### config.mk
export PLATFORM = sky130hd
export DESIGN_NAME = fabric_decoder_flat
export DESIGN_NICKNAME = d
export VERILOG_FILES = /design/src/rtl/bus_pkg.sv /design/src/rtl/map_pkg.sv /design/src/rtl/mem_port_if.sv /design/src/rtl/fabric_decoder.sv /design/src/flat_wrapper.sv
export VERILOG_INCLUDE_DIRS = /design/src /design/src/rtl
export SDC_FILE = /design/constraint.sdc
export NUM_CORES = 1
export LEC_CHECK = 0
export CAP_MARGIN = 10
export CORE_AREA = 2 2 190 192
export DETAILED_ROUTE_END_ITERATION = 8
export DIE_AREA = 0 0 192 194
export DONT_BUFFER_PORTS = 1
export GPL_ROUTABILITY_DRIVEN = 0
export GPL_TIMING_DRIVEN = 1
export PLACE_DENSITY_LB_ADDON = 0.2
export SLEW_MARGIN = 20
export SYNTH_ARGS = -nofsm -noshare
export SYNTH_HDL_FRONTEND = slang
export SYNTH_SLANG_ARGS = --single-unit
### constraint.sdc
create_clock -name vclk -period 1.2
set_input_delay 0.24 -clock vclk [all_inputs]
set_output_delay 0.24 -clock vclk [all_outputs]
set_load 0.005 [all_outputs]
### src/rtl/coreplex_macros.svh
// Memory map and width constants of the coreplex fabric.
// Include this header wherever a base, a mask or a bus width is needed.
`ifndef COREPLEX_MACROS_SVH
`define COREPLEX_MACROS_SVH

// Bus widths
`define CF_XLEN        32                      // Address and data width
`define CF_BE_WIDTH    (`CF_XLEN / 8)          // One enable per byte

// TCM window
`define CF_TCM_AWIDTH  12                      // Byte-address bits inside the TCM
`define CF_TCM_DEPTH   (1 << (`CF_TCM_AWIDTH - 2))
`define CF_TCM_BASE    32'h8000_0000
`define CF_TCM_MASK    ((32'h1 << `CF_TCM_AWIDTH) - 32'h1)

// Peripheral data window
`define CF_PD_BASE     32'h1000_0000
`define CF_PD_MASK     32'h0fff_ffff

`endif

### src/rtl/bus_pkg.sv
// Vector types shared by the CPU-side ports and the peripheral bus.
// Referenced by scoped name, e.g. bus_pkg::addr_t.
package bus_pkg;

`include "coreplex_macros.svh"

    // Byte address, both CPU ports and peripheral command
    typedef logic [`CF_XLEN-1:0]      addr_t;

    // Read and write data word
    typedef logic [`CF_XLEN-1:0]      data_t;

    // Byte enables, also used as peripheral write mask
    typedef logic [`CF_BE_WIDTH-1:0]  be_t;

    // Word index into the TCM array
    typedef logic [`CF_TCM_AWIDTH-3:0] tcm_idx_t;

endpackage

### src/rtl/map_pkg.sv
// Memory map types: where a request goes and how a window is described.
// The window check is shared by the decoder and the bridge assertion.
package map_pkg;

`include "coreplex_macros.svh"

    // Decode result of one CPU port
    typedef enum logic [1:0] {
        TGT_NONE   = 2'd0,   // Unmapped, never granted
        TGT_TCM    = 2'd1,
        TGT_PERIPH = 2'd2
    } target_e;

    typedef logic [`CF_XLEN-1:0] window_t;  // Base or mask

    // Address hits the window when all bits above the mask match the base
    function automatic logic in_window(window_t addr, window_t base, window_t mask);
        return (addr & ~mask) == (base & ~mask);
    endfunction

endpackage

### src/rtl/mem_port_if.sv
// One decoded CPU request towards a single target, plus its reply.
// The decoder takes the initiator side, the TCM or bridge the target side.
`timescale 1ns/1ps

interface mem_port_if;

    // Request, driven by the decoder
    logic            cs;      // Address falls in this target's window
    logic            we;
    bus_pkg::be_t    be;
    bus_pkg::addr_t  addr;
    bus_pkg::data_t  wdata;

    // Reply, driven by the target
    logic            gnt;     // Accepted when cs && gnt
    logic            rvalid;  // One pulse per accepted request
    bus_pkg::data_t  rdata;   // Zero for writes

    modport initiator (
        output cs, we, be, addr, wdata,
        input  gnt, rvalid, rdata
    );

    modport target (
        input  cs, we, be, addr, wdata,
        output gnt, rvalid, rdata
    );

endinterface

### src/rtl/fabric_decoder.sv
// Address decoder and reply merger for the instruction and data CPU ports.
// Instruction fetches reach the TCM only; data goes to TCM or peripheral bus.
// Unmapped requests select no target and therefore never get a grant.
`timescale 1ns/1ps
`include "coreplex_macros.svh"

module fabric_decoder (
    input  logic                clk,
    input  logic                rst_n,
    // Instruction port
    input  logic                instr_req_i,
    input  bus_pkg::addr_t      instr_addr_i,
    output logic                instr_gnt_o,
    output logic                instr_rvalid_o,
    output bus_pkg::data_t      instr_rdata_o,
    // Data port
    input  logic                data_req_i,
    input  logic                data_we_i,
    input  bus_pkg::be_t        data_be_i,
    input  bus_pkg::addr_t      data_addr_i,
    input  bus_pkg::data_t      data_wdata_i,
    output logic                data_gnt_o,
    output logic                data_rvalid_o,
    output bus_pkg::data_t      data_rdata_o,
    output logic                data_err_o,
    // Targets
    mem_port_if.initiator       tcm_i_port,
    mem_port_if.initiator       tcm_d_port,
    mem_port_if.initiator       pd_port
);

    localparam map_pkg::window_t TCM_BASE = `CF_TCM_BASE;
    localparam map_pkg::window_t TCM_MASK = `CF_TCM_MASK;
    localparam map_pkg::window_t PD_BASE  = `CF_PD_BASE;
    localparam map_pkg::window_t PD_MASK  = `CF_PD_MASK;

    map_pkg::target_e instr_tgt;
    map_pkg::target_e data_tgt;
    logic [3:0]       data_pend_q;   // Data responses still owed to the CPU

    // ------------------------------------------------------------
    // Decode
    // ------------------------------------------------------------
    always_comb begin
        instr_tgt = map_pkg::TGT_NONE;
        if (instr_req_i && map_pkg::in_window(instr_addr_i, TCM_BASE, TCM_MASK)) begin
            instr_tgt = map_pkg::TGT_TCM;
        end

        data_tgt = map_pkg::TGT_NONE;
        if (data_req_i) begin
            if (map_pkg::in_window(data_addr_i, TCM_BASE, TCM_MASK))
                data_tgt = map_pkg::TGT_TCM;
            else if (map_pkg::in_window(data_addr_i, PD_BASE, PD_MASK))
                data_tgt = map_pkg::TGT_PERIPH;
        end
    end

    // Fetches are full-word reads on TCM port A
    assign tcm_i_port.cs    = (instr_tgt == map_pkg::TGT_TCM);
    assign tcm_i_port.we    = 1'b0;
    assign tcm_i_port.be    = '1;
    assign tcm_i_port.addr  = instr_addr_i;
    assign tcm_i_port.wdata = '0;

    // Data fields fan out, only cs differs
    assign tcm_d_port.cs    = (data_tgt == map_pkg::TGT_TCM);
    assign tcm_d_port.we    = data_we_i;
    assign tcm_d_port.be    = data_be_i;
    assign tcm_d_port.addr  = data_addr_i;
    assign tcm_d_port.wdata = data_wdata_i;

    assign pd_port.cs       = (data_tgt == map_pkg::TGT_PERIPH);
    assign pd_port.we       = data_we_i;
    assign pd_port.be       = data_be_i;
    assign pd_port.addr     = data_addr_i;
    assign pd_port.wdata    = data_wdata_i;

    // ------------------------------------------------------------
    // Reply merge
    // ------------------------------------------------------------
    assign instr_gnt_o    = tcm_i_port.gnt;
    assign instr_rvalid_o = tcm_i_port.rvalid;
    assign instr_rdata_o  = tcm_i_port.rdata & {`CF_XLEN{tcm_i_port.rvalid}};

    always_comb begin
        case (data_tgt)
            map_pkg::TGT_TCM:    data_gnt_o = tcm_d_port.gnt;
            map_pkg::TGT_PERIPH: data_gnt_o = pd_port.gnt;
            default:             data_gnt_o = 1'b0;   // Unmapped stalls
        endcase
    end

    // Peripheral and TCM replies may land in different cycles than issued
    assign data_rvalid_o = tcm_d_port.rvalid | pd_port.rvalid;
    assign data_rdata_o  = (tcm_d_port.rdata & {`CF_XLEN{tcm_d_port.rvalid}}) |
                           (pd_port.rdata    & {`CF_XLEN{pd_port.rvalid}});
    assign data_err_o    = 1'b0;   // No target reports errors

    // Outstanding data accesses, grant adds one, rvalid retires one
    always_ff @(posedge clk or negedge rst_n) begin
        if (!rst_n) begin
            data_pend_q <= '0;
        end else begin
            data_pend_q <= data_pend_q + {3'b0, data_gnt_o} - {3'b0, data_rvalid_o};
        end
    end

    // At most one data reply per cycle since the merge is a plain OR
    a_one_data_rvalid: assert property (@(posedge clk) disable iff (!rst_n)
        $onehot0({tcm_d_port.rvalid, pd_port.rvalid}));

    // No target answers a data access that was never granted
    a_no_orphan_rvalid: assert property (@(posedge clk) disable iff (!rst_n)
        data_rvalid_o |-> (data_pend_q != '0));

endmodule

### src/flat_wrapper.sv
// flat-port wrapper written by rule: the top's interface ports become plain ports
module fabric_decoder_flat 
  (clk, rst_n, instr_req_i, instr_addr_i, instr_gnt_o, instr_rvalid_o, instr_rdata_o, data_req_i, data_we_i, data_be_i, data_addr_i, data_wdata_i, data_gnt_o, data_rvalid_o, data_rdata_o, data_err_o, tcm_i_port_cs, tcm_i_port_we, tcm_i_port_be, tcm_i_port_addr, tcm_i_port_wdata, tcm_i_port_gnt, tcm_i_port_rvalid, tcm_i_port_rdata, tcm_d_port_cs, tcm_d_port_we, tcm_d_port_be, tcm_d_port_addr, tcm_d_port_wdata, tcm_d_port_gnt, tcm_d_port_rvalid, tcm_d_port_rdata, pd_port_cs, pd_port_we, pd_port_be, pd_port_addr, pd_port_wdata, pd_port_gnt, pd_port_rvalid, pd_port_rdata);
  mem_port_if tcm_i_port_i ();
  mem_port_if tcm_d_port_i ();
  mem_port_if pd_port_i ();
  input  logic clk;
  input  logic rst_n;
  input  logic instr_req_i;
  input  bus_pkg::addr_t instr_addr_i;
  output logic instr_gnt_o;
  output logic instr_rvalid_o;
  output bus_pkg::data_t instr_rdata_o;
  input  logic data_req_i;
  input  logic data_we_i;
  input  bus_pkg::be_t data_be_i;
  input  bus_pkg::addr_t data_addr_i;
  input  bus_pkg::data_t data_wdata_i;
  output logic data_gnt_o;
  output logic data_rvalid_o;
  output bus_pkg::data_t data_rdata_o;
  output logic data_err_o;
  output wire logic [$bits(tcm_i_port_i.cs)-1:0] tcm_i_port_cs;
  output wire logic [$bits(tcm_i_port_i.we)-1:0] tcm_i_port_we;
  output wire logic [$bits(tcm_i_port_i.be)-1:0] tcm_i_port_be;
  output wire logic [$bits(tcm_i_port_i.addr)-1:0] tcm_i_port_addr;
  output wire logic [$bits(tcm_i_port_i.wdata)-1:0] tcm_i_port_wdata;
  input wire logic [$bits(tcm_i_port_i.gnt)-1:0] tcm_i_port_gnt;
  input wire logic [$bits(tcm_i_port_i.rvalid)-1:0] tcm_i_port_rvalid;
  input wire logic [$bits(tcm_i_port_i.rdata)-1:0] tcm_i_port_rdata;
  output wire logic [$bits(tcm_d_port_i.cs)-1:0] tcm_d_port_cs;
  output wire logic [$bits(tcm_d_port_i.we)-1:0] tcm_d_port_we;
  output wire logic [$bits(tcm_d_port_i.be)-1:0] tcm_d_port_be;
  output wire logic [$bits(tcm_d_port_i.addr)-1:0] tcm_d_port_addr;
  output wire logic [$bits(tcm_d_port_i.wdata)-1:0] tcm_d_port_wdata;
  input wire logic [$bits(tcm_d_port_i.gnt)-1:0] tcm_d_port_gnt;
  input wire logic [$bits(tcm_d_port_i.rvalid)-1:0] tcm_d_port_rvalid;
  input wire logic [$bits(tcm_d_port_i.rdata)-1:0] tcm_d_port_rdata;
  output wire logic [$bits(pd_port_i.cs)-1:0] pd_port_cs;
  output wire logic [$bits(pd_port_i.we)-1:0] pd_port_we;
  output wire logic [$bits(pd_port_i.be)-1:0] pd_port_be;
  output wire logic [$bits(pd_port_i.addr)-1:0] pd_port_addr;
  output wire logic [$bits(pd_port_i.wdata)-1:0] pd_port_wdata;
  input wire logic [$bits(pd_port_i.gnt)-1:0] pd_port_gnt;
  input wire logic [$bits(pd_port_i.rvalid)-1:0] pd_port_rvalid;
  input wire logic [$bits(pd_port_i.rdata)-1:0] pd_port_rdata;
  assign tcm_i_port_cs = tcm_i_port_i.cs;
  assign tcm_i_port_we = tcm_i_port_i.we;
  assign tcm_i_port_be = tcm_i_port_i.be;
  assign tcm_i_port_addr = tcm_i_port_i.addr;
  assign tcm_i_port_wdata = tcm_i_port_i.wdata;
  assign tcm_i_port_i.gnt = tcm_i_port_gnt;
  assign tcm_i_port_i.rvalid = tcm_i_port_rvalid;
  assign tcm_i_port_i.rdata = tcm_i_port_rdata;
  assign tcm_d_port_cs = tcm_d_port_i.cs;
  assign tcm_d_port_we = tcm_d_port_i.we;
  assign tcm_d_port_be = tcm_d_port_i.be;
  assign tcm_d_port_addr = tcm_d_port_i.addr;
  assign tcm_d_port_wdata = tcm_d_port_i.wdata;
  assign tcm_d_port_i.gnt = tcm_d_port_gnt;
  assign tcm_d_port_i.rvalid = tcm_d_port_rvalid;
  assign tcm_d_port_i.rdata = tcm_d_port_rdata;
  assign pd_port_cs = pd_port_i.cs;
  assign pd_port_we = pd_port_i.we;
  assign pd_port_be = pd_port_i.be;
  assign pd_port_addr = pd_port_i.addr;
  assign pd_port_wdata = pd_port_i.wdata;
  assign pd_port_i.gnt = pd_port_gnt;
  assign pd_port_i.rvalid = pd_port_rvalid;
  assign pd_port_i.rdata = pd_port_rdata;
  fabric_decoder u_core (.clk(clk), .rst_n(rst_n), .instr_req_i(instr_req_i), .instr_addr_i(instr_addr_i), .instr_gnt_o(instr_gnt_o), .instr_rvalid_o(instr_rvalid_o), .instr_rdata_o(instr_rdata_o), .data_req_i(data_req_i), .data_we_i(data_we_i), .data_be_i(data_be_i), .data_addr_i(data_addr_i), .data_wdata_i(data_wdata_i), .data_gnt_o(data_gnt_o), .data_rvalid_o(data_rvalid_o), .data_rdata_o(data_rdata_o), .data_err_o(data_err_o), .tcm_i_port(tcm_i_port_i), .tcm_d_port(tcm_d_port_i), .pd_port(pd_port_i));
endmodule
Word-level counts from Yosys, hierarchy flattened
Cells that the tools add are included.
{ "op_classes": {"muxes": 5, "bitwise": 5, "eq_ne": 6, "reduce_logical": 1} }
{ "ops": {"columns": ["cell", "count"], "rows": [
  ["32-bit AND", 3],
  ["20-bit equality test (second input constant)", 2],
  ["32-bit OR", 1],
  ["2-bit two-way mux", 3],
  ["2-bit by 1-bit equality test with 1-bit output (second input constant)", 2],
  ["4-bit by 1-bit equality test with 1-bit output (second input constant)", 1],
  ["2-bit equality test (second input constant)", 1],
  ["1-bit case mux with 2 select lines", 1],
  ["1-bit logical AND", 1],
  ["1-bit two-way mux", 1],
  ["1-bit OR", 1]
]} }
{ "word_totals": {"regBits": 0, "input_bits": 207, "output_inout_bits": 279} }

Longest topological paths before layout
{ "logic_depth": {"depth_word": 6, "depth_mapped": 3} }

Least setup slack after synthesis
Ideal clock, no wire load.
{ "synth_path": {"path_type": "input to output", "startpoint": "input data_addr_i[23]", "endpoint": "output data_gnt_o", "path_buffers": 0, "arrival_time_ps": 784, "cell_stages": 3, "slack_ps": 176, "path_cell_list": "nor4_2 > nand4_1 > o2bb2ai_1"} }
{ "synth_via": {"elab_chain_len": 5, "elab_cells_between_ends": 6, "classes_between": "eq/ne: 3; mux: 3"} }
{ "synth_rtl": {"columns": ["element", "line_no", "source"], "rows": [
  ["from (decl)", "flat_wrapper.sv:17", "input bus_pkg::addr_t data_addr_i;"],
  ["20-bit equality test *", "map_pkg.sv:18", "return (addr & ~mask) == (base & ~mask);"],
  ["2-bit two-way mux *", "fabric_decoder.sv:52", "if (map_pkg::in_window(data_addr_i, TCM_BASE, TCM_MASK))"],
  ["2-bit two-way mux *", "fabric_decoder.sv:51", "if (data_req_i) begin"],
  ["2-bit equality test / 2-bit by 1-bit equality test with 1-bit output (equally long branches)", "fabric_decoder.sv:87", "case (data_tgt)"],
  ["1-bit case mux with 2 select lines *", "fabric_decoder.sv:87", null],
  ["to (decl)", "flat_wrapper.sv:19", "output logic data_gnt_o;"]
]} }
Every way passes the cells marked *; elsewhere a longest branch is shown, timed or not.

Worst setup path in the final report
{ "layout_path": {"startpoint": "input data_addr_i[30]", "endpoint": "output pd_port_cs"} }
{ "layout_via": {"elab_chain_len": 5, "elab_cells_between_ends": 6, "classes_between": "eq/ne: 3; mux: 3"} }
{ "layout_rtl": {"columns": ["element", "line_no", "source"], "rows": [
  ["4-bit by 1-bit equality test with 1-bit output", "map_pkg.sv:18", null],
  ["2-bit two-way mux", "fabric_decoder.sv:54", "else if (map_pkg::in_window(data_addr_i, PD_BASE, PD_MASK))"],
  ["2-bit two-way mux *", "fabric_decoder.sv:52", null],
  ["2-bit two-way mux *", "fabric_decoder.sv:51", null],
  ["2-bit equality test *", "fabric_decoder.sv:73", "assign pd_port.cs = (data_tgt == map_pkg::TGT_PERIPH);"],
  ["to (decl)", "flat_wrapper.sv:39", "output wire logic [$bits(pd_port_i.cs)-1:0] pd_port_cs;"]
]} }
Marks and branches as above.

==> results.py <==
metrics = {
    "final_layout": {
        "drive_above_1_share_pct": 13.2,
        "finalNetCount": 338,
        "seq_cells": 0,
        "nClkBuffers": 0,
        "num-fill-cells": 4163,
        "syn2layout_area_growth_pct": -36.0,
        "antenna_cells": 0,
        "seq_area_um2": 0,
    },
    "routing": {
        "firstDrtPassIters": 4,
        "totalWireLength_um": 7620,
        "vias": 1146,
        "ant_nets": 0,
        "vias_per_cell": 1.94,
        "wire_per_inst_um": 12.9,
        "dr.first_iter.drc_count": 54,
        "remaining_drc_errors": 0,
    },
    "clock_network": {
        "ctsHoldBuffers": 0,
        "post_cts_buffers": 0,
    },
    "synthesis": {
        "syn-cell-area_um2": 2280,
        "yosys_warnings": 0,
        "synthDistinctLibCells": 18,
        "yosys-top-cells-area": "buf_4 69%, a22o_1 12%, and2_1 8.8%",
        "netlist_instances": 309,
        "synth_area_leader_cell": "buf_4",
        "syn_avg_cell_area_um2": 7.37,
        "ys_seq_area_share_pct": 0,
        "synth_top_cell_area_share_pct": 69.2,
    },
    "sta": {
        "fin_tns_setup_ns": 0,
        "final_hold_viol_count": 0,
        "finalMaxSlewViolations": 0,
        "fmax_ghz": 0.850,
        "setup_viol": 0,
        "hold-worst-slack_ns": 0.480,
        "grt_setup_unrepaired": "true",
        "fin_crit_ns": 1.18,
        "fin_crit_sh_pct": 98.1,
    },
    "worst_setup_path": {
        "cp-end-kind": "primary output",
        "crit_path_max_fanout": 3,
        "critPathRequiredTime_ns": 0.96,
        "critPathArrivalTime_ns": 0.94,
        "endpoint": "pd_port_cs",
        "path_class": "primary input to primary output",
        "crit_start": "data_addr_i[30]",
        "crit_path_start_kind": "primary input",
    },
    "global_route": {
        "grt_pass1_wl_um": 8450,
        "grt_max_degree": 34,
        "antenna_found_initial": 0,
        "overflow": 0,
        "grt_usage_pct": 3.31,
        "grt_pass1_vias": 1127,
    },
    "min_path": {
        "hold_path_class": "primary input to primary output",
    },
    "floorplan": {
        "start_util_pct": 6.46,
        "io_pins": 486,
        "num_rows": 69,
        "die_h_um": 194,
        "core-area_um2": 35200,
        "die_w_um": 192,
        "dieArea_um2": 37200,
    },
    "outcome": {
        "status": "completed",
    },
    "placed_design": {
        "dp_hpwl_um": 6880,
        "portBuffers": 0,
    },
    "job": {
        "drv_cap": 0,
    },
    "power_and_ir_drop": {
        "vdd_ir_drop_max_mv": 0.0559,
        "power_density_nw_per_um2": 165,
        "leakagePower_uw": 0.000407,
        "power.total_uw": 240,
    },
}
-- timing repair --
item / 4_1_cts / 5_1_grt
setup endpoints to repair: 3 / 3
resized for setup: 3 / 7
pin swaps: 3 / 1
hold endpoints to repair: 0 / 0
-- Yosys cell counts --
master / instances
a22o_1: 32
and2_1: 32
and3b_1: 1
buf_2: 8
buf_4: 210
clkbuf_1: 3
conb_1: 2
nand2_1: 1
nand3_1: 2
nand4_1: 2
nor2_1: 5
nor3b_2: 1
nor4_1: 3
nor4_2: 3
nor4b_1: 1
nor4b_2: 1
o2bb2ai_1: 1
or2_1: 1
-- area by class of cell --
type | count | area (µm²) | share of cell area, %
multi-input combinational | 124 | 842 | 57.8
tap | 461 | 577 | 39.6
timing repair buffer | 5 | 37.5 | 2.58
-- metal layers --
metal	vias up	wire (µm)	global-route usage, %
met1	450	1520	1.96
met5	-	0	0
met2	232	4150	6.95
met3	68	1100	0.869
li1	396	-	-
met4	0	848	3.65
-- worst max-delay path, stage by stage --
cell and delay (ns):
nor3b_4 0.29, and3b_2 0.28, buf_4 0.12
-- how the worst min path moves through the flow --
| stage | start | end | slack [ns] | cells past startpoint |
|---|---|---|---|---|
| global placement | instr_addr_i[4] | tcm_i_port_addr[4] | 0.48 | 0 |
| global route | tcm_i_port_gnt | instr_gnt_o | 0.48 | 0 |
| finish | tcm_i_port_gnt | instr_gnt_o | 0.48 | 0 |
| CTS | instr_addr_i[4] | tcm_i_port_addr[4] | 0.48 | 0 |
| detailed placement | instr_addr_i[4] | tcm_i_port_addr[4] | 0.48 | 0 |
| floorplan | tcm_i_port_gnt | instr_gnt_o | 0.56 | 1 |
-- report_power, final --
part / switching (µW) / internal, µW / total (µW)
registers: 0 / 0 / 0
clock network: 0 / 0 / 0
logic: 126 / 114 / 240
total: 126 / 114 / 240
-- per-stage QoR --
step                      area [µm²]  setup WS (ns)  std cells  util, %
after floorplan                 2410          0.176        345        -
after global placement          1400        -0.0901        590     3.97
after detailed placement        1400         -0.105        590     3.97
after CTS                       1410        0.00676        590     4.01
after global routing            1460        -0.0308        590     4.13
final                           1460         0.0231        590     4.13
-- cells in the final DEF (no fill, tap or decap), drive strengths merged --
master | synthesis | final
and3b | 1 | 1
and2 | 32 | 32
buf | 218 | 5
nor4b | 2 | 2
nand3 | 2 | 2
conb | 2 | 38
o2bb2ai | 1 | 1
nand2 | 1 | 1
nand4 | 2 | 2
nor3b | 1 | 1
a22o | 32 | 32
nor2 | 5 | 5
or2 | 1 | 1
nor4 | 6 | 6
-- cell families after synthesis --
kind of cell           count (synthesis)  share of synthesized area, %
AO/OA/AOI/OAI                         33                          12.7
other                                  2                         0.330
buffers and inverters                221                          71.5
AND/OR/NAND/NOR                       53                          15.5
Power figures use the tool's default switching activity.
