$ cat src/rtl/coreplex_macros.svh
// Memory map and width constants of the coreplex fabric.
// Include this header wherever a base, a mask or a bus width is needed.
`ifndef COREPLEX_MACROS_SVH
`define COREPLEX_MACROS_SVH

// Bus widths
`define CF_XLEN        32                      // Address and data width
`define CF_BE_WIDTH    (`CF_XLEN / 8)          // One enable per byte

// TCM window
`define CF_TCM_AWIDTH  12                      // Byte-address bits inside the TCM
`define CF_TCM_DEPTH   (1 << (`CF_TCM_AWIDTH - 2))
`define CF_TCM_BASE    32'h8000_0000
`define CF_TCM_MASK    ((32'h1 << `CF_TCM_AWIDTH) - 32'h1)

// Peripheral data window
`define CF_PD_BASE     32'h1000_0000
`define CF_PD_MASK     32'h0fff_ffff

`endif

$ cat src/rtl/bus_pkg.sv
// Vector types shared by the CPU-side ports and the peripheral bus.
// Referenced by scoped name, e.g. bus_pkg::addr_t.
package bus_pkg;

`include "coreplex_macros.svh"

    // Byte address, both CPU ports and peripheral command
    typedef logic [`CF_XLEN-1:0]      addr_t;

    // Read and write data word
    typedef logic [`CF_XLEN-1:0]      data_t;

    // Byte enables, also used as peripheral write mask
    typedef logic [`CF_BE_WIDTH-1:0]  be_t;

    // Word index into the TCM array
    typedef logic [`CF_TCM_AWIDTH-3:0] tcm_idx_t;

endpackage

$ cat src/rtl/map_pkg.sv
// Memory map types: where a request goes and how a window is described.
// The window check is shared by the decoder and the bridge assertion.
package map_pkg;

`include "coreplex_macros.svh"

    // Decode result of one CPU port
    typedef enum logic [1:0] {
        TGT_NONE   = 2'd0,   // Unmapped, never granted
        TGT_TCM    = 2'd1,
        TGT_PERIPH = 2'd2
    } target_e;

    typedef logic [`CF_XLEN-1:0] window_t;  // Base or mask

    // Address hits the window when all bits above the mask match the base
    function automatic logic in_window(window_t addr, window_t base, window_t mask);
        return (addr & ~mask) == (base & ~mask);
    endfunction

endpackage

$ cat src/rtl/mem_port_if.sv
// One decoded CPU request towards a single target, plus its reply.
// The decoder takes the initiator side, the TCM or bridge the target side.
`timescale 1ns/1ps

interface mem_port_if;

    // Request, driven by the decoder
    logic            cs;      // Address falls in this target's window
    logic            we;
    bus_pkg::be_t    be;
    bus_pkg::addr_t  addr;
    bus_pkg::data_t  wdata;

    // Reply, driven by the target
    logic            gnt;     // Accepted when cs && gnt
    logic            rvalid;  // One pulse per accepted request
    bus_pkg::data_t  rdata;   // Zero for writes

    modport initiator (
        output cs, we, be, addr, wdata,
        input  gnt, rvalid, rdata
    );

    modport target (
        input  cs, we, be, addr, wdata,
        output gnt, rvalid, rdata
    );

endinterface

$ cat src/rtl/icb_bridge.sv
// Bridge from decoded data requests to the peripheral command/response bus.
// A command is offered while cs is high and granted when the bus is ready.
// Responses are always accepted and returned one cycle later.
`timescale 1ns/1ps
`include "coreplex_macros.svh"

module icb_bridge (
    input  logic            clk,
    input  logic            rst_n,
    mem_port_if.target      pd_port,
    // Peripheral command channel
    output logic            pd_cmd_valid_o,
    input  logic            pd_cmd_ready_i,
    output logic            pd_cmd_read_o,
    output bus_pkg::addr_t  pd_cmd_addr_o,
    output bus_pkg::data_t  pd_cmd_wdata_o,
    output bus_pkg::be_t    pd_cmd_wmask_o,
    // Peripheral response channel
    input  logic            pd_rsp_valid_i,
    output logic            pd_rsp_ready_o,
    input  bus_pkg::data_t  pd_rsp_rdata_i
);

    logic           rsp_take;     // Response accepted this cycle
    logic           rvalid_q;
    bus_pkg::data_t rdata_q;

    // ------------------------------------------------------------
    // Command side
    // ------------------------------------------------------------
    assign pd_cmd_valid_o = pd_port.cs;
    assign pd_cmd_read_o  = ~pd_port.we;
    assign pd_cmd_addr_o  = pd_port.addr;
    assign pd_cmd_wdata_o = pd_port.wdata;
    assign pd_cmd_wmask_o = pd_port.be;
    assign pd_port.gnt    = pd_port.cs & pd_cmd_ready_i;   // Held until ready

    // ------------------------------------------------------------
    // Response side
    // ------------------------------------------------------------
    assign pd_rsp_ready_o = 1'b1;
    assign rsp_take       = pd_rsp_valid_i & pd_rsp_ready_o;

    always_ff @(posedge clk or negedge rst_n) begin
        if (!rst_n) begin
            rvalid_q <= 1'b0;
        end else begin
            rvalid_q <= rsp_take;
        end
    end

    always_ff @(posedge clk) begin
        rdata_q <= rsp_take ? pd_rsp_rdata_i : '0;   // Zero when idle
    end

    assign pd_port.rvalid = rvalid_q;
    assign pd_port.rdata  = rdata_q;

    // Decoder must keep foreign addresses off the bus
    a_cmd_in_window: assert property (@(posedge clk) disable iff (!rst_n)
        pd_cmd_valid_o |-> map_pkg::in_window(pd_cmd_addr_o, `CF_PD_BASE, `CF_PD_MASK));

endmodule

$ cat src/flat_wrapper.sv
// flat-port wrapper written by rule: the top's interface ports become plain ports
module icb_bridge_flat 
  (clk, rst_n, pd_cmd_valid_o, pd_cmd_ready_i, pd_cmd_read_o, pd_cmd_addr_o, pd_cmd_wdata_o, pd_cmd_wmask_o, pd_rsp_valid_i, pd_rsp_ready_o, pd_rsp_rdata_i, pd_port_cs, pd_port_we, pd_port_be, pd_port_addr, pd_port_wdata, pd_port_gnt, pd_port_rvalid, pd_port_rdata);
  mem_port_if pd_port_i ();
  input  logic clk;
  input  logic rst_n;
  output logic pd_cmd_valid_o;
  input  logic pd_cmd_ready_i;
  output logic pd_cmd_read_o;
  output bus_pkg::addr_t pd_cmd_addr_o;
  output bus_pkg::data_t pd_cmd_wdata_o;
  output bus_pkg::be_t pd_cmd_wmask_o;
  input  logic pd_rsp_valid_i;
  output logic pd_rsp_ready_o;
  input  bus_pkg::data_t pd_rsp_rdata_i;
  input wire logic [$bits(pd_port_i.cs)-1:0] pd_port_cs;
  input wire logic [$bits(pd_port_i.we)-1:0] pd_port_we;
  input wire logic [$bits(pd_port_i.be)-1:0] pd_port_be;
  input wire logic [$bits(pd_port_i.addr)-1:0] pd_port_addr;
  input wire logic [$bits(pd_port_i.wdata)-1:0] pd_port_wdata;
  output wire logic [$bits(pd_port_i.gnt)-1:0] pd_port_gnt;
  output wire logic [$bits(pd_port_i.rvalid)-1:0] pd_port_rvalid;
  output wire logic [$bits(pd_port_i.rdata)-1:0] pd_port_rdata;
  assign pd_port_i.cs = pd_port_cs;
  assign pd_port_i.we = pd_port_we;
  assign pd_port_i.be = pd_port_be;
  assign pd_port_i.addr = pd_port_addr;
  assign pd_port_i.wdata = pd_port_wdata;
  assign pd_port_gnt = pd_port_i.gnt;
  assign pd_port_rvalid = pd_port_i.rvalid;
  assign pd_port_rdata = pd_port_i.rdata;
  icb_bridge u_core (.clk(clk), .rst_n(rst_n), .pd_port(pd_port_i), .pd_cmd_valid_o(pd_cmd_valid_o), .pd_cmd_ready_i(pd_cmd_ready_i), .pd_cmd_read_o(pd_cmd_read_o), .pd_cmd_addr_o(pd_cmd_addr_o), .pd_cmd_wdata_o(pd_cmd_wdata_o), .pd_cmd_wmask_o(pd_cmd_wmask_o), .pd_rsp_valid_i(pd_rsp_valid_i), .pd_rsp_ready_o(pd_rsp_ready_o), .pd_rsp_rdata_i(pd_rsp_rdata_i));
endmodule
$ cat config.mk
export PLATFORM = sky130hd
export DESIGN_NAME = icb_bridge_flat
export DESIGN_NICKNAME = d
export VERILOG_FILES = /design/src/rtl/bus_pkg.sv /design/src/rtl/map_pkg.sv /design/src/rtl/mem_port_if.sv /design/src/rtl/icb_bridge.sv /design/src/flat_wrapper.sv
export VERILOG_INCLUDE_DIRS = /design/src /design/src/rtl
export SDC_FILE = /design/constraint.sdc
export NUM_CORES = 1
export LEC_CHECK = 0
export CAP_MARGIN = 15
export CORE_AREA = 4 4 80 82
export CTS_BUF_LIST = sky130_fd_sc_hd__clkbuf_4 sky130_fd_sc_hd__clkbuf_8
export DETAILED_ROUTE_END_ITERATION = 7
export DIE_AREA = 0 0 84 86
export DONT_BUFFER_PORTS = 1
export GPL_TIMING_DRIVEN = 0
export PLACE_DENSITY = 0.49
export SETUP_SLACK_MARGIN = 0.5
export SKIP_CTS_REPAIR_TIMING = 1
export SYNTH_ARGS = -nofsm -noshare
export SYNTH_HDL_FRONTEND = slang
export SYNTH_SLANG_ARGS = --single-unit
$ cat constraint.sdc
create_clock -name clk -period 0.8 [get_ports clk]
set_input_delay 0.12 -clock clk [delete_from_list [all_inputs] [get_ports clk]]
set_output_delay 0.12 -clock clk [all_outputs]
set_load 0.02 [all_outputs]
## Word-level counts from Yosys, hierarchy flattened

Cells that the tools add are included.
Widths: inputs -> output; s select.

- Register bits after elaboration: 33
- Bits in latches: 0
- RAM bits: 0
- ROM bits: 0
- Bits of input ports: 106
- Word-level logic and storage cells: 4
- Memories: 0

- $add $sub $neg: 0
- $mul: 0
- Divide/modulo/power cells: 0
- $lt $le $gt $ge: 0
- Eq/ne operators: 0
- Shift-type cells: 0
- Multiplexer cells: 0
- Bitwise gates (word level): 2
- Reductions and logical operators: 0

Operators with widths:

| cell | number |
|---|---|
| $and 1x1->1 | 1 |
| $not 1->1 | 1 |

## Longest topological paths before layout

Gate-level depths: netlist of the first run.

- Depth in word-level cells: 1
- Mapped depth: 2
- Depth with buffers taken out: 1

## Worst setup path before layout of the first run

Ideal clock, no wire load.

- Path kind: register to output
- Start: register u_core.rvalid_q, in the netlist u_core.pd_port.rvalid
- End: output pd_port_rvalid
- Data arrival time: 0.416 ns
- Data required time: 0.680 ns
- Path slack: 0.264 ns
- Stages on the path, launching flop included: 1
- Path through: dfrtp_1

RTL lines:

| item | line | source |
|---|---|---|
| start: declaration | icb_bridge.sv:25 | `logic rvalid_q;` |
| start signal: assignment | icb_bridge.sv:48 | `rvalid_q <= rsp_take;` |
| end: declaration | flat_wrapper.sv:22 | `output wire logic [$bits(pd_port_i.rvalid)-1:0] pd_port_rvalid;` |

No word-level cell between the ends.

## Worst setup path after layout of the first run

- Start: register u_core.rvalid_q, in the netlist u_core.pd_port.rvalid
- End: output pd_port_rvalid

No word-level cell between the ends.

==> results of run 1 <==
[path summary, 6_finish.rpt]
check / end / depth (start not counted) / slack, ps / from
setup / recovery: pd_port_rvalid / 0 / -40 / u_core.pd_port.rvalid
hold / removal: u_core.pd_port.rvalid / 0 / -130 / pd_rsp_valid_i
max in group asynchronous: u_core.pd_port.rvalid / 1 / 640 / rst_n
min in group asynchronous: u_core.pd_port.rvalid / 1 / 50 / rst_n
[registers in the layout, summed over array words and instances, names as in the netlist]
register,count
u_core.pd_port.rdata,32
u_core.pd_port.rvalid,1
[power groups by stage]
stage                     combinational, W  clock, W  sequential, W
after floorplan                   0.000929         0        0.00186
after global placement            0.000979         0        0.00188
after detailed placement          0.000979         0        0.00188
after CTS                         0.000978   0.00123        0.00185
after global routing               0.00100   0.00132        0.00185
final                             0.000968   0.00117        0.00184
[metal layers]
metal / GRT usage / up-vias
met4: 0.0439 / 0
met2: 0.189 / 100
met3: 0.0586 / 5
met1: 0.0789 / 374
met5: 0 / -
li1: - / 362
[logic make-up after synthesis]
group | share of synthesized area
buffers and inverters | 0.373
DFF | 0.456
other | 0.00257
and+or+nand+nor | 0.169
[synthesized netlist by cell type]
cell type,instances
dfrtp_1,1
clkbuf_2,3
and2_2,32
conb_1,1
dfxtp_1,32
and2_1,1
buf_4,70
inv_1,1
[metrics by stage]
step	instances	setup TNS, ps	util	worst slack, ps
after floorplan	141	0	-	264
after global placement	216	0	0.400	256
after detailed placement	216	0	0.400	256
after CTS	224	-54.2	0.415	-54.2
after global routing	225	-121	0.417	-73.1
final	225	-40.4	0.417	-40.4
[cells in the final DEF (no fill, tap or decap), drive strengths merged]
cell / n
dlygate4sd3: 1
and2: 33
conb: 1
dfxtp: 32
clkbuf: 9
buf: 70
clkinv: 2
clkinvlp: 1
dfrtp: 1
[final cells by class]
type                    count  area [sq um]
plain buffers              73          1120
clock buffers               6          76.3
clock inverters             2          10.0
fillers                   525          3350
inverters                   1          7.51
multi-input cells          34           293
flip-flops and latches     33           787
well taps                  75          93.8
repair buffers              1          10.0
==> results.tsv, run 1 <==
metric	value	unit
Max Slew Vio Count	0	
power share of the clock group	0.293	
Synth Register Bits	33	
routability cong.	0.634	
CP Max Fanout	1	
Fin. Hold Viols	33	
Starting DRT DRC Count	9	
Syn Nets	247	
Seq/Total Area, Yosys	0.456	
maximum vdd drop	0.000630	V
H-tree depth	2	
layout cell share with drive strength beyond 1	0.987	
CTS tree	yes	
global-route wire length before repair	5360	um
Post-Route WL	3840	um
DP Area	2300	sq um
wire length on met1	952	um
global route total overflow	0	
FP Rows	28	
Yosys top cell area share	0.439	
core area	5750	sq um
antenna viol nets, final	0	
Die ar.	7220	sq um
maxcap violations	0	
hold slack	-133	ps
Gate power share	0.244	
total power draw	0.00398	W
Die Height	86	um
Worst Hold Class	in -> reg	
area leader, netlist	dfxtp_1	
wire per inst	17.1	um
drt pass-1 iters	4	
synth warn	0	
vias in the first global route	988	
PnR worst setup slack	-40.4	ps
initial antenna violation count	0	
P_leak	1.05	nW
Internal Power	0.00295	W
Required @ worst endpoint	680	ps
Reg clk slew, reported paths	70	ps
Met2 Routed Length	2320	um
Final period util	1.05	
Final min period	840	ps
Critical Path End Type	output pin	
failing checks	hold timing, setup timing	
DR vias	841	
Clock Sinks	33	
Mapped Area	1460	sq um
WL met3	505	um
Setup CP Type	reg -> out	
net switching share of the total power	0.259	
clk buf depth	2	
Area growth syn-to-layout	64.1	%
largest net degree at the start of global routing	11	
DRC Markers	0	
Unique masters post-synth	8	
Inserted Diodes	0	
final setup violation count	1	
Initial Utilization	0.254	
Die W	84	um
Buffers on Ports	0	
nets@finish	255	
PD cells	1660	nW/um^2
highest clock rate	1190	MHz
RSZ-0062 raised after global routing	yes	
Syn Area/Cell	10.4	sq um
Syn Inst Count	141	
Clock Tree Root	clkbuf_8	
Psw	0.00103	W
cts bufs inserted	5	
top sig layer	met4	
GRT Util Overall	0.0981	
largest cells by area after synthesis	dfxtp_1, buf_4, and2_2	
CP Data Arrival Time	720	ps
number of I/O pins	211	
vias per cell	3.74	
Reg power frac	0.463	
critical path startpoint category	flip-flop	
status	finished, violations left	
Layout Cell Area excl Fill	2400	sq um
(Power assumes the default switching activity.)
==> run 2: changes to the inputs <==
- CORE_AREA: 4 4 80 82 -> 4 4 79 81
- DIE_AREA: 0 0 84 86 -> 0 0 83 85
- PLACE_DENSITY: 0.49 -> 0.5
==> results.tsv, run 2 (synthesis gave the netlist of run 1 again) <==
metric	value	unit	change
routability cong.	0.669		+5.5%
maximum vdd drop	0.000630	V	about the same
PnR worst setup slack	-38.7	ps	+1.72 ps
Clock Tree Root	clkbuf_8		
status	finished, violations left		
Die ar.	7060	sq um	-2.3%
Max Slew Vio Count	0		unchanged
Clock Sinks	33		unchanged
core area	5470	sq um	-4.7%
maxcap violations	0		unchanged
antenna viol nets, final	0		unchanged
Hold Startpoint	pd_rsp_valid_i		
Critical Path End Type	output pin		
drt pass-1 iters	2		-2
initial antenna violation count	0		unchanged
post-DP HPWL	3920	um	
global-route wire length before repair	5820	um	+8.5%
GRT Util Overall	0.110		+0.0115
Inserted Diodes	0		unchanged
layout cell share with drive strength beyond 1	0.980		-0.00680
Initial Utilization	0.267		+0.0127
Buffers on Ports	0		unchanged
wire per inst	18.9	um	+11%
Layout Cell Area excl Fill	2390	sq um	-0.42%
most frequent cells in the layout	buf_8, and2_4, dfxtp_4		
crit path from	u_core.pd_port.rvalid		
Sum Neg Setup Slack	-38.7	ps	+1.72 ps
commonest non-fill, non-tap cell in the layout	buf_8		
largest net degree at the start of global routing	11		unchanged
CTS tree	yes		
total power draw	0.00394	W	-0.90%
nets@finish	255		unchanged
placed insts	213		-1.4%
Fin. Hold Viols	33		unchanged
Layout Cells excl Fill	221		-1.8%
PD cells	1650	nW/um^2	-0.48%
global route total overflow	0		unchanged
max reg flops	32		unchanged
CP Max Fanout	1		unchanged
FILL cells	488		-7.0%
DRC Markers	0		unchanged
Setup CP Type	reg -> out		
RSZ-0062 raised after global routing	yes		
Worst Hold Class	in -> reg		
CP Data Arrival Time	720	ps	about the same
Starting DRT DRC Count	8		-1
hold slack	-131	ps	+1.86 ps
Area growth syn-to-layout	63.4	%	
number of I/O pins	211		unchanged
critical path startpoint category	flip-flop		
Final min period	839	ps	-1.72 ps
Die W	83	um	-1.2%
placement-stage worst setup slack	253	ps	-3.07 ps
vias per cell	3.76		+0.72%
clk buf depth	2		unchanged
Required @ worst endpoint	680	ps	about the same
Reg clk slew, reported paths	60	ps	about the same
FP Rows	27		-3.6%
DR vias	832		-1.1%
final setup violation count	1		unchanged
P_leak	1.04	nW	-1.0%
H-tree depth	2		unchanged
highest clock rate	1190	MHz	+0.21%
Die Height	85	um	-1.2%
failing checks	hold timing, setup timing		
vias in the first global route	989		+0.10%
Final period util	1.05		-0.00216
DP Area	2290	sq um	-0.16%
cts bufs inserted	5		unchanged
Post-Route WL	4180	um	+8.8%
[run 2: cell count changes in the layout (fill, tap and decap cells not counted)]
cell,previous run,this run
clkinv_1,0,1
clkbuf_4,1,0
clkinvlp_4,1,2
clkinv_2,2,0
[run 2: final timing paths]
check	end	slack [ps]	cells after the start
max	pd_port_rvalid	-40	0
min	u_core.pd_port.rvalid	-130	0
max in group asynchronous	u_core.pd_port.rvalid	630	1
min in group asynchronous	u_core.pd_port.rvalid	50	1
[run 2: area by class of cell]
type	count	area (sq um)	share of cell area
plain buffers	73	1120	0.469
clock buffers	5	68.8	0.0288
clock inverters	2	11.3	0.00472
inverters	1	7.51	0.00315
multi-input cells	34	293	0.123
flip-flops and latches	33	787	0.330
well taps	72	90.1	0.0378
repair buffers	1	10.0	0.00420
[run 2: metrics by stage]
stage	utilization	hold WS [ps]
floorplan	-	-176
global placement	0.419	-176
detailed placement	0.419	-176
CTS	0.434	-474
global route	0.436	-152
finish	0.436	-131
[run 2: power breakdown]
group	total, W	switching, W	internal (W)	leakage (nW)
Clock	0.00112	0.000543	0.000582	0.0377
Combinational	0.000973	0.000355	0.000617	0.711
Sequential	0.00184	0.000149	0.00169	0.296
[run 2: routing by layer]
metal	routed length, um	part of all wire	GRT usage
met1	943	0.23	0.0832
met2	2660	0.64	0.224
met3	515	0.12	0.0583
met4	65	0.016	0.0446
met5	0	0	0
==> run 3: changes to the inputs <==
- SETUP_SLACK_MARGIN: 0.5 -> 0.05
==> results.tsv, run 3 (synthesis gave the netlist of run 1 again) <==
metric	value	unit	change
status	finished, violations left		
failing checks	setup timing		
Die ar.	7060	sq um	unchanged
layout cell share with drive strength beyond 1	0.775		-0.205
Critical Path End Type	output pin		
Reg clk slew, reported paths	60	ps	about the same
CTS tree	yes		
Required @ worst endpoint	680	ps	about the same
most frequent cells in the layout	buf_4, dlygate4sd3_1, and2_2		
P_leak	0.950	nW	-9.0%
maxcap violations	0		unchanged
Setup CP Type	reg -> out		
highest clock rate	1190	MHz	about the same
PD cells	1850	nW/um^2	+12%
wire per inst	17.3	um	-8.8%
Fin. Hold Viols	0		-100%
Inserted Diodes	0		unchanged
Layout Cell Area excl Fill	2090	sq um	-13%
core area	5470	sq um	unchanged
Final min period	838	ps	-0.721 ps
RSZ-0062 raised after global routing	yes		
Internal Power	0.00282	W	-2.7%
placed insts	213		unchanged
Reg power frac	0.479		+0.011
DRC Markers	0		unchanged
GRT Util Overall	0.0956		-0.0141
maximum vdd drop	0.000600	V	-4.8%
DR vias	959		+15%
nets@finish	288		+13%
clk buf depth	2		unchanged
CP Max Fanout	1		unchanged
critical path startpoint category	flip-flop		
CP Data Arrival Time	720	ps	about the same
max reg flops	32		unchanged
Clock Sinks	33		unchanged
routability cong.	0.729		+9.0%
Psw	0.00104	W	-1.0%
placement-stage worst setup slack	219	ps	-34.0 ps
Layout Cells excl Fill	254		+15%
antenna viol nets, final	0		unchanged
vias per cell	3.78		+0.29%
net switching share of the total power	0.269		+0.00339
Max Slew Vio Count	0		unchanged
Stages on worst setup path	0		unchanged
global route total overflow	0		unchanged
drt pass-1 iters	4		+2
number of I/O pins	211		unchanged
Post-Route WL	4380	um	+4.9%
Final period util	1.05		about the same
Clock Tree Root	clkbuf_8		
final design utilization	0.381		-0.0546
power share of the clock group	0.319		+0.034
initial antenna violation count	0		unchanged
FILL cells	520		+6.6%
Gate power share	0.202		-0.045
H-tree depth	2		unchanged
FP Rows	27		unchanged
cts bufs inserted	5		unchanged
Area growth syn-to-layout	42.9	%	
Worst Hold Class	in -> async		
hold slack	60.7	ps	+192 ps
global-route wire length before repair	5090	um	-12%
Initial Utilization	0.267		unchanged
vias in the first global route	912		-7.8%
Buffers on Ports	0		unchanged
largest net degree at the start of global routing	11		unchanged
DP Area	1550	sq um	-32%
commonest non-fill, non-tap cell in the layout	buf_4		
Die W	83	um	unchanged
PnR worst setup slack	-38.0	ps	+0.721 ps
Die Height	85	um	unchanged
Starting DRT DRC Count	9		+1
final setup violation count	5		+4
run 3: changes by cell type in the layout (fill, tap and decap cells not counted), moves of 2 or more:
cell | before | now
and2_2 | 0 | 32
clkinvlp_4 | 2 | 0
and2_4 | 33 | 0
dfxtp_1 | 0 | 4
clkbuf_16 | 3 | 0
buf_8 | 69 | 0
dlygate4sd3_1 | 1 | 34
buf_4 | 1 | 70
clkbuf_2 | 0 | 3
dfxtp_4 | 32 | 28
run 3: layout make-up:
type / instances / area (sq um) / share of cell area
Clock buffer: 7 / 90.1 / 0.0432
Buffer: 73 / 541 / 0.259
Inverter: 1 / 3.75 / 0.00180
Tap cell: 72 / 90.1 / 0.0432
Multi-Input combinational cell: 34 / 250 / 0.120
Timing Repair Buffer: 34 / 340 / 0.163
Sequential cell: 33 / 772 / 0.370
run 3: path summary, 6_finish.rpt:
path | to | start | slack [ps]
setup / recovery | pd_port_rvalid | u_core.pd_port.rvalid | -40
hold / removal | u_core.pd_port.rvalid | rst_n | 60
max in group asynchronous | u_core.pd_port.rvalid | rst_n | 620
min in group clk | u_core.pd_port.rdata[7] | pd_rsp_valid_i | 180
run 3: stage by stage:
| stage | power, W | setup TNS, ps |
|---|---|---|
| CTS | 0.00383 | -1260 |
| global route | 0.00403 | -231 |
| finish | 0.00385 | -85.0 |
| global placement | 0.00257 | 0 |
| detailed placement | 0.00257 | 0 |
| floorplan | 0.00251 | 0 |
run 3: power groups by stage:
stage          clock network, W  registers (W)  logic, W
6_report                0.00123        0.00185  0.000776
5_1_grt                 0.00137        0.00185  0.000818
4_1_cts                 0.00130        0.00188  0.000651
3_5_place_dp                  0        0.00192  0.000650
3_3_place_gp                  0        0.00192  0.000647
2_1_floorplan                 0        0.00191  0.000603
run 3: per-layer routing:
| metal | wire length [um] | track usage |
|---|---|---|
| met1 | 1260 | 0.0836 |
| met2 | 2620 | 0.185 |
| met3 | 439 | 0.0456 |
| met4 | 62 | 0.0401 |
| met5 | 0 | 0 |
